**src/hdl/riscv_macros.svh**
```systemverilog
`ifndef RISCV_MACROS_SVH
`define RISCV_MACROS_SVH

// datapath width
`define RISCV_XLEN 32

// x0..x31
`define RISCV_REGA_W 5

// first fetch after reset
`define RISCV_RESET_PC 32'h0000_0000

`endif
```
**src/hdl/riscv_isa_pkg.sv**
```systemverilog
`default_nettype none

package riscv_isa_pkg;

   // major opcodes of the supported subset
   typedef enum logic [6:0] {
      OP_R      = 7'b0110011,  // add sub and or xor slt
      OP_I      = 7'b0010011,  // addi only
      OP_LOAD   = 7'b0000011,  // lw
      OP_STORE  = 7'b0100011,  // sw
      OP_BRANCH = 7'b1100011   // beq
   } opcode_t;

   // add is 0 so an all-zero ctrl is a harmless add
   typedef enum logic [2:0] {
      ALU_ADD = 3'd0,
      ALU_SUB = 3'd1,
      ALU_AND = 3'd2,
      ALU_OR  = 3'd3,
      ALU_XOR = 3'd4,
      ALU_SLT = 3'd5
   } alu_op_t;

   // 2'b10 marks a load, hazard unit keys on it
   typedef enum logic [1:0] {
      RES_ALU = 2'b00,
      RES_MEM = 2'b10
   } result_src_t;

   // decoded controls, all zero is a bubble
   typedef struct packed {
      logic        reg_write;
      logic        mem_write;
      logic        branch;       // beq
      logic        alu_src_imm;  // b operand from imm
      alu_op_t     alu_op;
      result_src_t result_src;
   } ctrl_t;

endpackage

`default_nettype wire

```
**src/hdl/riscv_pipe_pkg.sv**
```systemverilog
`default_nettype none

`include "riscv_macros.svh"

package riscv_pipe_pkg;
   import riscv_isa_pkg::*;

   // select codes decoded by the execute forwarding muxes
   typedef enum logic [1:0] {
      FWD_NONE     = 2'd0,
      FWD_FROM_MEM = 2'd1,
      FWD_FROM_WB  = 2'd2
   } fwd_sel_t;

   // fetch -> decode
   typedef struct packed {
      logic [`RISCV_XLEN-1:0] pc;
      logic [31:0]            instr;
   } fd_t;

   // decode -> execute
   typedef struct packed {
      ctrl_t                    ctrl;
      logic [`RISCV_XLEN-1:0]   pc;
      logic [`RISCV_XLEN-1:0]   rs1_val;
      logic [`RISCV_XLEN-1:0]   rs2_val;
      logic [`RISCV_REGA_W-1:0] rs1;
      logic [`RISCV_REGA_W-1:0] rs2;
      logic [`RISCV_REGA_W-1:0] rd;
      logic [`RISCV_XLEN-1:0]   imm;
   } de_t;

   // execute -> memory
   typedef struct packed {
      ctrl_t                    ctrl;
      logic [`RISCV_XLEN-1:0]   alu_result;  // also the dmem address
      logic [`RISCV_XLEN-1:0]   store_data;  // forwarded rs2
      logic [`RISCV_REGA_W-1:0] rd;
   } em_t;

   // memory -> writeback
   typedef struct packed {
      ctrl_t                    ctrl;
      logic [`RISCV_XLEN-1:0]   alu_result;
      logic [`RISCV_XLEN-1:0]   load_data;
      logic [`RISCV_REGA_W-1:0] rd;
   } mw_t;

   // everything the hazard unit looks at
   typedef struct packed {
      logic [`RISCV_REGA_W-1:0] rs1_d;
      logic [`RISCV_REGA_W-1:0] rs2_d;
      logic [`RISCV_REGA_W-1:0] rs1_e;
      logic [`RISCV_REGA_W-1:0] rs2_e;
      logic [`RISCV_REGA_W-1:0] rd_e;
      result_src_t              result_src_e;
      logic [`RISCV_REGA_W-1:0] rd_m;
      logic                     reg_write_m;
      logic [`RISCV_REGA_W-1:0] rd_w;
      logic                     reg_write_w;
      logic                     pcsrc_e;       // taken beq in execute
   } hzrd_in_t;

endpackage

`default_nettype wire

```
**src/hdl/riscv_core.sv**
```systemverilog
`timescale 1ns/1ns
`default_nettype none

`include "riscv_macros.svh"

module riscv_core
   import riscv_isa_pkg::*;
   import riscv_pipe_pkg::*;
(
   input  logic                   i_clk,
   input  logic                   i_rst_n,
   output logic [`RISCV_XLEN-1:0] o_imem_addr,
   input  logic [31:0]            i_imem_instr,   // combinational read
   output logic [`RISCV_XLEN-1:0] o_dmem_addr,
   output logic [`RISCV_XLEN-1:0] o_dmem_wdata,
   output logic                   o_dmem_we,
   input  logic [`RISCV_XLEN-1:0] i_dmem_rdata
);

   logic [`RISCV_XLEN-1:0]   pc_q;
   logic [`RISCV_XLEN-1:0]   pc_next;
   fd_t                      fd_d, fd_q;
   de_t                      de_d, de_q;
   em_t                      em_d, em_q;
   mw_t                      mw_d, mw_q;
   ctrl_t                    dec_ctrl;
   logic [`RISCV_XLEN-1:0]   dec_imm;
   logic [`RISCV_REGA_W-1:0] dec_rs1, dec_rs2, dec_rd;
   logic [`RISCV_XLEN-1:0]   rf_rdata1, rf_rdata2;
   hzrd_in_t                 hz_in;
   fwd_sel_t                 hz_fwda, hz_fwdb;
   logic                     hz_stall, hz_flushfd, hz_flushde;
   logic [`RISCV_XLEN-1:0]   src_a, fwd_b, src_b;
   logic [`RISCV_XLEN-1:0]   alu_result;
   logic                     alu_zero;
   logic                     pcsrc_e;
   logic [`RISCV_XLEN-1:0]   wb_result;

   // execute operand pick, mem result never a load here thanks to the stall
   function automatic logic [`RISCV_XLEN-1:0] fwd_mux(input fwd_sel_t sel,
                                                      input logic [`RISCV_XLEN-1:0] rf_val,
                                                      input logic [`RISCV_XLEN-1:0] mem_val,
                                                      input logic [`RISCV_XLEN-1:0] wb_val);
      case (sel)
         FWD_FROM_MEM: return mem_val;
         FWD_FROM_WB:  return wb_val;
         default:      return rf_val;
      endcase
   endfunction

   // fetch
   assign pcsrc_e = de_q.ctrl.branch & alu_zero;  // beq resolves in execute
   assign pc_next = pcsrc_e ? (de_q.pc + de_q.imm) : (pc_q + `RISCV_XLEN'd4);

   always_ff @(posedge i_clk or negedge i_rst_n)
   begin
      if (!i_rst_n)
         pc_q <= `RISCV_RESET_PC;
      else if (!hz_stall)  // load-use holds fetch
         pc_q <= pc_next;
   end

   assign o_imem_addr = pc_q;
   assign fd_d        = '{pc: pc_q, instr: i_imem_instr};

   riscv_pipereg #(.T_PAYLOAD(fd_t)) u_fd_reg (
      .i_clk            (i_clk),
      .i_rst_n          (i_rst_n),
      .i_riscv_pr_stall (hz_stall),
      .i_riscv_pr_flush (hz_flushfd),
      .i_riscv_pr_d     (fd_d),
      .o_riscv_pr_q     (fd_q)
   );

   // decode
   riscv_decoder u_decoder (
      .i_riscv_dec_instr   (fd_q.instr),
      .o_riscv_dec_ctrl    (dec_ctrl),
      .o_riscv_dec_imm     (dec_imm),
      .o_riscv_dec_rs1addr (dec_rs1),
      .o_riscv_dec_rs2addr (dec_rs2),
      .o_riscv_dec_rdaddr  (dec_rd)
   );

   riscv_regfile u_regfile (
      .i_clk             (i_clk),
      .i_rst_n           (i_rst_n),
      .i_riscv_rf_we     (mw_q.ctrl.reg_write),  // written from writeback
      .i_riscv_rf_waddr  (mw_q.rd),
      .i_riscv_rf_wdata  (wb_result),
      .i_riscv_rf_raddr1 (dec_rs1),
      .i_riscv_rf_raddr2 (dec_rs2),
      .o_riscv_rf_rdata1 (rf_rdata1),
      .o_riscv_rf_rdata2 (rf_rdata2)
   );

   assign de_d = '{ctrl: dec_ctrl, pc: fd_q.pc, rs1_val: rf_rdata1, rs2_val: rf_rdata2,
                   rs1: dec_rs1, rs2: dec_rs2, rd: dec_rd, imm: dec_imm};

   riscv_pipereg #(.T_PAYLOAD(de_t)) u_de_reg (
      .i_clk            (i_clk),
      .i_rst_n          (i_rst_n),
      .i_riscv_pr_stall (1'b0),
      .i_riscv_pr_flush (hz_flushde),  // branch or load-use bubble
      .i_riscv_pr_d     (de_d),
      .o_riscv_pr_q     (de_q)
   );

   // execute
   assign src_a = fwd_mux(hz_fwda, de_q.rs1_val, em_q.alu_result, wb_result);
   assign fwd_b = fwd_mux(hz_fwdb, de_q.rs2_val, em_q.alu_result, wb_result);
   assign src_b = de_q.ctrl.alu_src_imm ? de_q.imm : fwd_b;

   riscv_alu u_alu (
      .i_riscv_alu_op     (de_q.ctrl.alu_op),
      .i_riscv_alu_a      (src_a),
      .i_riscv_alu_b      (src_b),
      .o_riscv_alu_result (alu_result),
      .o_riscv_alu_zero   (alu_zero)
   );

   assign em_d = '{ctrl: de_q.ctrl, alu_result: alu_result, store_data: fwd_b, rd: de_q.rd};

   riscv_pipereg #(.T_PAYLOAD(em_t)) u_em_reg (
      .i_clk            (i_clk),
      .i_rst_n          (i_rst_n),
      .i_riscv_pr_stall (1'b0),
      .i_riscv_pr_flush (1'b0),
      .i_riscv_pr_d     (em_d),
      .o_riscv_pr_q     (em_q)
   );

   // memory
   assign o_dmem_addr  = em_q.alu_result;
   assign o_dmem_wdata = em_q.store_data;
   assign o_dmem_we    = em_q.ctrl.mem_write;
   assign mw_d = '{ctrl: em_q.ctrl, alu_result: em_q.alu_result, load_data: i_dmem_rdata,
                   rd: em_q.rd};

   riscv_pipereg #(.T_PAYLOAD(mw_t)) u_mw_reg (
      .i_clk            (i_clk),
      .i_rst_n          (i_rst_n),
      .i_riscv_pr_stall (1'b0),
      .i_riscv_pr_flush (1'b0),
      .i_riscv_pr_d     (mw_d),
      .o_riscv_pr_q     (mw_q)
   );

   // writeback
   assign wb_result = (mw_q.ctrl.result_src == RES_MEM) ? mw_q.load_data : mw_q.alu_result;

   // hazard unit
   assign hz_in = '{rs1_d: dec_rs1, rs2_d: dec_rs2, rs1_e: de_q.rs1, rs2_e: de_q.rs2,
                    rd_e: de_q.rd, result_src_e: de_q.ctrl.result_src,
                    rd_m: em_q.rd, reg_write_m: em_q.ctrl.reg_write,
                    rd_w: mw_q.rd, reg_write_w: mw_q.ctrl.reg_write, pcsrc_e: pcsrc_e};

   riscv_hazardunit u_hazardunit (
      .i_riscv_hzrdu_in      (hz_in),
      .o_riscv_hzrdu_fwda    (hz_fwda),
      .o_riscv_hzrdu_fwdb    (hz_fwdb),
      .o_riscv_hzrdu_stall   (hz_stall),
      .o_riscv_hzrdu_flushfd (hz_flushfd),
      .o_riscv_hzrdu_flushde (hz_flushde)
   );

   // the injected bubble clears the load-use condition
   a_stall_one_cycle : assert property (@(posedge i_clk) disable iff (!i_rst_n)
      hz_stall |=> !hz_stall)
      else $error("load-use stall lasted more than one cycle");

endmodule

`default_nettype wire

```
**src/hdl/riscv_pipereg.sv**
```systemverilog
`timescale 1ns/1ns
`default_nettype none

// one stage register, payload type chosen per stage
module riscv_pipereg #(
   parameter type T_PAYLOAD = logic
)
(
   input  logic     i_clk,
   input  logic     i_rst_n,
   input  logic     i_riscv_pr_stall,
   input  logic     i_riscv_pr_flush,  // beats stall
   input  T_PAYLOAD i_riscv_pr_d,
   output T_PAYLOAD o_riscv_pr_q
);

   always_ff @(posedge i_clk or negedge i_rst_n)
   begin
      if (!i_rst_n)
         o_riscv_pr_q <= '0;  // start out as bubbles
      else if (i_riscv_pr_flush)
         o_riscv_pr_q <= '0;  // zero ctrl means no reg or mem write
      else if (!i_riscv_pr_stall)
         o_riscv_pr_q <= i_riscv_pr_d;
   end

   a_flush_bubble : assert property (@(posedge i_clk) disable iff (!i_rst_n)
      i_riscv_pr_flush |=> (o_riscv_pr_q == '0))
      else $error("stage register not a bubble after flush");

endmodule

`default_nettype wire

```
**src/hdl/riscv_alu.sv**
```systemverilog
`timescale 1ns/1ns
`default_nettype none

`include "riscv_macros.svh"

module riscv_alu
   import riscv_isa_pkg::*;
(
   input  alu_op_t                i_riscv_alu_op,
   input  logic [`RISCV_XLEN-1:0] i_riscv_alu_a,
   input  logic [`RISCV_XLEN-1:0] i_riscv_alu_b,
   output logic [`RISCV_XLEN-1:0] o_riscv_alu_result,
   output logic                   o_riscv_alu_zero     // beq taken when sub gives 0
);

   always_comb
   begin
      case (i_riscv_alu_op)
         ALU_ADD: o_riscv_alu_result = i_riscv_alu_a + i_riscv_alu_b;
         ALU_SUB: o_riscv_alu_result = i_riscv_alu_a - i_riscv_alu_b;
         ALU_AND: o_riscv_alu_result = i_riscv_alu_a & i_riscv_alu_b;
         ALU_OR:  o_riscv_alu_result = i_riscv_alu_a | i_riscv_alu_b;
         ALU_XOR: o_riscv_alu_result = i_riscv_alu_a ^ i_riscv_alu_b;
         ALU_SLT: o_riscv_alu_result = {{(`RISCV_XLEN-1){1'b0}},                 // signed compare
                                        $signed(i_riscv_alu_a) < $signed(i_riscv_alu_b)};
         default: o_riscv_alu_result = '0;
      endcase
   end

   assign o_riscv_alu_zero = (o_riscv_alu_result == '0);

endmodule

`default_nettype wire

```
**src/hdl/riscv_regfile.sv**
```systemverilog
`timescale 1ns/1ns
`default_nettype none

`include "riscv_macros.svh"

module riscv_regfile
(
   input  logic                     i_clk,
   input  logic                     i_rst_n,
   input  logic                     i_riscv_rf_we,
   input  logic [`RISCV_REGA_W-1:0] i_riscv_rf_waddr,
   input  logic [`RISCV_XLEN-1:0]   i_riscv_rf_wdata,
   input  logic [`RISCV_REGA_W-1:0] i_riscv_rf_raddr1,
   input  logic [`RISCV_REGA_W-1:0] i_riscv_rf_raddr2,
   output logic [`RISCV_XLEN-1:0]   o_riscv_rf_rdata1,
   output logic [`RISCV_XLEN-1:0]   o_riscv_rf_rdata2
);

   logic [`RISCV_XLEN-1:0] regs [1:31];  // no storage for x0

   // x0 reads zero, same-cycle writeback is passed straight through
   function automatic logic [`RISCV_XLEN-1:0] read_port(input logic [`RISCV_REGA_W-1:0] addr);
      if (addr == '0)
         return '0;
      else if (i_riscv_rf_we && (i_riscv_rf_waddr == addr))
         return i_riscv_rf_wdata;
      else
         return regs[addr];
   endfunction

   always_ff @(posedge i_clk or negedge i_rst_n)
   begin
      if (!i_rst_n)
      begin
         for (int i = 1; i < 32; i++)
            regs[i] <= '0;
      end
      else if (i_riscv_rf_we && (i_riscv_rf_waddr != '0))  // writes to x0 dropped
         regs[i_riscv_rf_waddr] <= i_riscv_rf_wdata;
   end

   always_comb
   begin
      o_riscv_rf_rdata1 = read_port(i_riscv_rf_raddr1);
      o_riscv_rf_rdata2 = read_port(i_riscv_rf_raddr2);
   end

endmodule

`default_nettype wire

```
**src/hdl/riscv_decoder.sv**
```systemverilog
`timescale 1ns/1ns
`default_nettype none

`include "riscv_macros.svh"

module riscv_decoder
   import riscv_isa_pkg::*;
(
   input  logic [31:0]              i_riscv_dec_instr,
   output ctrl_t                    o_riscv_dec_ctrl,
   output logic [`RISCV_XLEN-1:0]   o_riscv_dec_imm,
   output logic [`RISCV_REGA_W-1:0] o_riscv_dec_rs1addr,
   output logic [`RISCV_REGA_W-1:0] o_riscv_dec_rs2addr,
   output logic [`RISCV_REGA_W-1:0] o_riscv_dec_rdaddr
);

   opcode_t                opcode;
   logic [2:0]             funct3;
   logic                   funct7b5;  // sub vs add
   logic [`RISCV_XLEN-1:0] imm_i;
   logic [`RISCV_XLEN-1:0] imm_s;
   logic [`RISCV_XLEN-1:0] imm_b;

   assign opcode   = opcode_t'(i_riscv_dec_instr[6:0]);
   assign funct3   = i_riscv_dec_instr[14:12];
   assign funct7b5 = i_riscv_dec_instr[30];

   // fixed field positions, fields read even when unused
   assign o_riscv_dec_rs1addr = i_riscv_dec_instr[19:15];
   assign o_riscv_dec_rs2addr = i_riscv_dec_instr[24:20];
   assign o_riscv_dec_rdaddr  = i_riscv_dec_instr[11:7];

   // sign-extended immediates
   assign imm_i = {{(`RISCV_XLEN-12){i_riscv_dec_instr[31]}}, i_riscv_dec_instr[31:20]};
   assign imm_s = {{(`RISCV_XLEN-12){i_riscv_dec_instr[31]}},
                   i_riscv_dec_instr[31:25], i_riscv_dec_instr[11:7]};
   assign imm_b = {{(`RISCV_XLEN-12){i_riscv_dec_instr[31]}}, i_riscv_dec_instr[7],
                   i_riscv_dec_instr[30:25], i_riscv_dec_instr[11:8], 1'b0};  // lsb always 0

   always_comb
   begin
      o_riscv_dec_ctrl = '0;  // bubble unless recognised
      o_riscv_dec_imm  = '0;
      case (opcode)
         OP_R:
         begin
            o_riscv_dec_ctrl.reg_write = 1'b1;
            case (funct3)
               3'b000:  o_riscv_dec_ctrl.alu_op = funct7b5 ? ALU_SUB : ALU_ADD;
               3'b111:  o_riscv_dec_ctrl.alu_op = ALU_AND;
               3'b110:  o_riscv_dec_ctrl.alu_op = ALU_OR;
               3'b100:  o_riscv_dec_ctrl.alu_op = ALU_XOR;
               3'b010:  o_riscv_dec_ctrl.alu_op = ALU_SLT;
               default: o_riscv_dec_ctrl = '0;  // sll, srl etc. not built
            endcase
         end
         OP_I:
         begin
            o_riscv_dec_imm = imm_i;
            if (funct3 == 3'b000)  // addi
            begin
               o_riscv_dec_ctrl.reg_write   = 1'b1;
               o_riscv_dec_ctrl.alu_src_imm = 1'b1;
            end
         end
         OP_LOAD:
         begin
            o_riscv_dec_imm = imm_i;
            if (funct3 == 3'b010)  // lw only
            begin
               o_riscv_dec_ctrl.reg_write   = 1'b1;
               o_riscv_dec_ctrl.alu_src_imm = 1'b1;
               o_riscv_dec_ctrl.result_src  = RES_MEM;
            end
         end
         OP_STORE:
         begin
            o_riscv_dec_imm = imm_s;
            if (funct3 == 3'b010)  // sw only
            begin
               o_riscv_dec_ctrl.mem_write   = 1'b1;
               o_riscv_dec_ctrl.alu_src_imm = 1'b1;
            end
         end
         OP_BRANCH:
         begin
            o_riscv_dec_imm = imm_b;
            if (funct3 == 3'b000)  // beq, compare by subtract
            begin
               o_riscv_dec_ctrl.branch = 1'b1;
               o_riscv_dec_ctrl.alu_op = ALU_SUB;
            end
         end
         default: o_riscv_dec_ctrl = '0;
      endcase
   end

endmodule

`default_nettype wire

```
**src/hdl/riscv_hazardunit.sv**
```systemverilog
`timescale 1ns/1ns
`default_nettype none

`include "riscv_macros.svh"

// purely combinational, no clock
module riscv_hazardunit
   import riscv_isa_pkg::*;
   import riscv_pipe_pkg::*;
(
   input  hzrd_in_t i_riscv_hzrdu_in,
   output fwd_sel_t o_riscv_hzrdu_fwda,
   output fwd_sel_t o_riscv_hzrdu_fwdb,
   output logic     o_riscv_hzrdu_stall,    // hold pc and fetch/decode
   output logic     o_riscv_hzrdu_flushfd,
   output logic     o_riscv_hzrdu_flushde
);

   logic lw_stall;

   // priority mux, memory stage is the younger result
   function automatic fwd_sel_t pick_fwd(input logic [`RISCV_REGA_W-1:0] src,
                                         input hzrd_in_t h);
      if (h.reg_write_m && (h.rd_m != '0) && (h.rd_m == src))
         return FWD_FROM_MEM;
      else if (h.reg_write_w && (h.rd_w != '0) && (h.rd_w == src))
         return FWD_FROM_WB;
      else
         return FWD_NONE;
   endfunction

   assign o_riscv_hzrdu_fwda = pick_fwd(i_riscv_hzrdu_in.rs1_e, i_riscv_hzrdu_in);
   assign o_riscv_hzrdu_fwdb = pick_fwd(i_riscv_hzrdu_in.rs2_e, i_riscv_hzrdu_in);

   // load in execute feeding the instr in decode
   assign lw_stall = (i_riscv_hzrdu_in.result_src_e == RES_MEM) &&
                     ((i_riscv_hzrdu_in.rs1_d == i_riscv_hzrdu_in.rd_e) ||
                      (i_riscv_hzrdu_in.rs2_d == i_riscv_hzrdu_in.rd_e));

   assign o_riscv_hzrdu_stall   = lw_stall;
   assign o_riscv_hzrdu_flushfd = i_riscv_hzrdu_in.pcsrc_e;              // wrong-path fetch
   assign o_riscv_hzrdu_flushde = i_riscv_hzrdu_in.pcsrc_e | lw_stall;  // bubble into execute

   // x0 is constant, a forward would leak a stale write
   always_comb
   begin
      assert final ((i_riscv_hzrdu_in.rs1_e != '0) || (o_riscv_hzrdu_fwda == FWD_NONE))
         else $error("hazard unit forwards into x0 on rs1");
      assert final ((i_riscv_hzrdu_in.rs2_e != '0) || (o_riscv_hzrdu_fwdb == FWD_NONE))
         else $error("hazard unit forwards into x0 on rs2");
   end

endmodule

`default_nettype wire

```
**config.mk**
```make
export PLATFORM = sky130hd
export DESIGN_NAME = riscv_core
export DESIGN_NICKNAME = d
export VERILOG_FILES = /design/src/hdl/riscv_isa_pkg.sv /design/src/hdl/riscv_pipe_pkg.sv /design/src/hdl/riscv_core.sv /design/src/hdl/riscv_pipereg.sv /design/src/hdl/riscv_alu.sv /design/src/hdl/riscv_regfile.sv /design/src/hdl/riscv_decoder.sv /design/src/hdl/riscv_hazardunit.sv
export VERILOG_INCLUDE_DIRS = /design/src /design/src/hdl
export SDC_FILE = /design/constraint.sdc
export NUM_CORES = 2
export LEC_CHECK = 0
export BUFFER_PORTS_ARGS = -buffer_cell sky130_fd_sc_hd__buf_4
export CAP_MARGIN = 20
export CORE_MARGIN = 4
export CORE_UTILIZATION = 42
export CTS_CLUSTER_SIZE = 28
export DETAILED_ROUTE_END_ITERATION = 7
export GPL_TIMING_DRIVEN = 0
export SLEW_MARGIN = 20
export SYNTH_ARGS = -nofsm -noshare
export SYNTH_HDL_FRONTEND = slang
export SYNTH_SLANG_ARGS = --single-unit
```
**constraint.sdc**
```tcl
create_clock -name i_clk -period 9.5 [get_ports i_clk]
set_input_delay 1.425 -clock i_clk [delete_from_list [all_inputs] [get_ports i_clk]]
set_output_delay 1.425 -clock i_clk [all_outputs]
set_load 0.02 [all_outputs]
```
==> impl_metrics.toml <==
[pwr]
p_int_mw = 10.02
p_seq_frac = 0.444
p_sw_mw = 3.495
cellPowerDensity_mw_per_mm2 = 161.8
power.share.switching = 0.2585
p_comb_frac = 0.080
power_frac_clock = 0.476
vdd.ir_drop.worst_mv = 0.1910
p_leak_nw = 35.93

[yosys]
postSynthCellCount = 6912
ys_warn_count = 0
synth-async-reset-ratio = 1.000
synth_compound_area_frac = 0.1341
synth-simple-area-share = 0.1114
synth.area.mux_share = 0.2114
synth_top_family_by_area = "multiplexers"
ys_ff_latch = 1363
syn_nets = 7109
synth_xor_area_frac = 0.009675
avgSynthCellArea_um2 = 10.61
synthFlopType = "dfrtp_1"
synth-edff-count = 0
yosys.cell_types.count = 95
netlist_area_mm2 = 0.07332
seq_area_frac_synth = 0.4652
synth-adder-area-share = 0.02266

[clocking]
clkSlewWorstSetupHoldPaths_ns = 0.07
htreeDepth = 4
clock_path_buffers = 3
cts_setup_buffers = 0
post_cts_resized = 0
clock_latency_ns = 0.82
cts_sinks = 1363
numCtsBuffers = 153
cts_tree = "built"
cts_hold_buf = 0
cts-root-buf = "clkbuf_16"

[drt]
drt_iter0_markers = 7492
drc_errors = 0
drt_first_pass_iters = 6
postRouteWirelength_um = 272400
detail_route.wl_per_cell_um = 28.07
final_antenna_net_count = 0
via_count = 59620
viasPerCell = 6.142

[global_routing]
antenna_found_initial = 15
gr-usage-met1 = 0.3952
met2_usage = 0.4524
track_usage = 0.2971
grt_remaining_overflow = 0
grt_pass1_vias = 58180
grt_start_max_net_pins = 152
busiest_layer = "met2"
grt_use_met3 = 0.07944
grt_pass1_wl_um = 394800

[sta]
worstMarginPinSlew_ns = 1.207
slew_violations = 0
post-route-period-util = 0.9711
setup_slack_ns = 0.2742
setup_viol = 0
fin_hold_ws_ns = 0.3434
finClkSkew_ns = 0.05007
min_period_ns = 9.226
finalHoldViolations = 0
fin_setup_tns_ns = 0
grt_setup_unrepaired = "no"
fmaxAchievable_ghz = 0.1084
worst_slew_margin_rel = 0.1720

[worst_setup_path]
max_stage_delay_ns = 0.99
start_kind = "register"
cpMostUsedCell = "o21ai_0"
criticalPathCategory = "register to register"
cp_data_arrival_time_ns = 9.91
path_max_fanout = 10
worstPathRequired_ns = 10.19
crit_chain = "clkbuf_1 > clkbuf_2 > mux2i_1 > nand2_1 > o21ai_0 > o21ai_0 > mux2_2 > ha_1 > buf_2 > nor2b_1 > o311ai_0 > a311oi_1 > a211oi_1 > o21ai_0 > a2111oi_0 > xnor2_1 > o211ai_1 > nor4_1 > and4b_1 > and4bb_1 > buf_4 > buf_4 > buf_2 > a21oi_1"
cpMaxStageDelayCell = "mux2i_1"
end_kind = "register"
rrSetupSlack_ns = 0.27

[min_path]
hold_class = "register to register"

[die]
die_h_um = 425.8
start_util = 0.4218
core-area_mm2 = 0.1738
dieArea_mm2 = 0.1813
die_w_um = 425.8
rows = 153
io_pins = 163

[run]
maxCapViolCount = 0

[finish]
finalNonFillerCells = 9707
area_growth_pct = 13.93
fill_cells = 16000
final_util = 0.4806
drive_gt1_frac = 0.1781
final_nets = 7445

[status]
status = "finished clean"

[placed_design]
place.gp.congestion = 0.9884
dp.cells = 9417
place.port_buffers = 162
dp_slack_ns = 0.1144
dp_hpwl_um = 213200
## worst paths after layout
path,from,to,cells past startpoint
max reg2reg,u_mw_reg.o_riscv_pr_q[70],u_fd_reg.o_riscv_pr_q[19],24
max in group asynchronous,i_rst_n,u_em_reg.o_riscv_pr_q[56],4
min in group asynchronous,i_rst_n,u_regfile.regs[232],1
min reg2reg,u_de_reg.o_riscv_pr_q[151],u_em_reg.o_riscv_pr_q[77],0
min,u_de_reg.o_riscv_pr_q[151],u_em_reg.o_riscv_pr_q[77],0
max,u_mw_reg.o_riscv_pr_q[70],u_fd_reg.o_riscv_pr_q[19],24
## synth_stat cells (69+ instances only)
library cell	count	area, um^2
inv_1	120	450.4
ha_1	128	1602
nor2_1	595	2233
mux4_2	566	12750
clkbuf_1	512	1922
mux2_2	108	1216
buf_4	70	525.5
nand2_1	1024	3844
a21oi_1	573	2868
mux2i_1	150	1501
buf_1	69	259.0
dfrtp_1	1363	34110
o21ai_0	840	4204
## cell type report
| class | count | area, um^2 | area share |
|---|---|---|---|
| buffer | 681 | 2958 | 0.03541 |
| clock buffer | 208 | 4345 | 0.05202 |
| clock inverter | 73 | 1151 | 0.01378 |
| multi-input combinational | 4746 | 35950 | 0.4303 |
| antenna | 8 | 20.02 | 0.0002397 |
| inverter | 122 | 457.9 | 0.005482 |
| timing repair buffer | 181 | 1637 | 0.01959 |
| sequential | 1363 | 34110 | 0.4083 |
| tap | 2325 | 2909 | 0.03482 |
## power by group through the flow
stage          clock [mW]  combinational, mW  sequential [mW]
2_1_floorplan           0              0.558             6.09
3_3_place_gp            0               1.03             6.11
3_5_place_dp            0               1.06             6.11
4_1_cts              6.51               1.07             6.00
5_1_grt              6.76               1.15             6.01
6_report             6.43               1.08             6.00
## critical path: cells and delay by family, from the launching register on
family / cells / cell delay, ns
AND/OR/NAND/NOR: 5 / 1.27
XOR/XNOR: 1 / 0.20
flip-flops: 1 / 0.32
adder cells (fa/ha/maj): 1 / 0.28
AO/OA/AOI/OAI: 9 / 3.22
buffers and inverters: 6 / 2.40
multiplexers: 2 / 1.39
## per-layer routing
layer / wire [um] / vias to the layer above
met4: 14770 / 10
met2: 121900 / 3220
met5: 73 / -
met3: 28430 / 656
met1: 107300 / 30270
li1: - / 25470
## per-stage QoR
stage	area, um^2	power, mW
2_1_floorplan	73320	6.647
3_3_place_gp	77450	7.140
3_5_place_dp	77970	7.171
4_1_cts	83470	13.57
5_1_grt	83520	13.92
6_report	83540	13.52
## cell usage in the layout, fill, tap and decap left out, types with 26 or more instances in the layout
cell,count
mux2_2,108
and3_1,66
ha_1,128
clkbuf_2,33
buf_2,52
dfrtp_1,1362
o21ai_0,840
mux4_2,566
buf_4,231
a21oi_1,573
mux2i_1,137
clkbuf_8,31
clkbuf_1,508
nor3_1,44
inv_1,120
buf_1,41
o211ai_1,33
xor2_1,28
nand2b_1,27
nand3_1,45
clkbuf_16,153
xnor2_1,53
a211oi_1,36
nor2_1,595
a22o_1,31
o21a_1,29
nand2_1,1024
clkinv_2,26
## cell families after synthesis
logic type / count (synthesis)
DFF: 1363
AOI/OAI and AO/OA: 1753
xor gates and xnor gates: 81
and+or+nand+nor: 1954
adders and majority gates: 131
buffers and inverters: 803
muxes: 827
## sequential cells by signal (all words and copies together) (netlist names)
signal	count
o_imem_addr	32
u_de_reg.o_riscv_pr_q	132
u_em_reg.o_riscv_pr_q	72
u_fd_reg.o_riscv_pr_q	64
u_mw_reg.o_riscv_pr_q	71
u_regfile.regs	992
(Power assumes the default switching activity.)
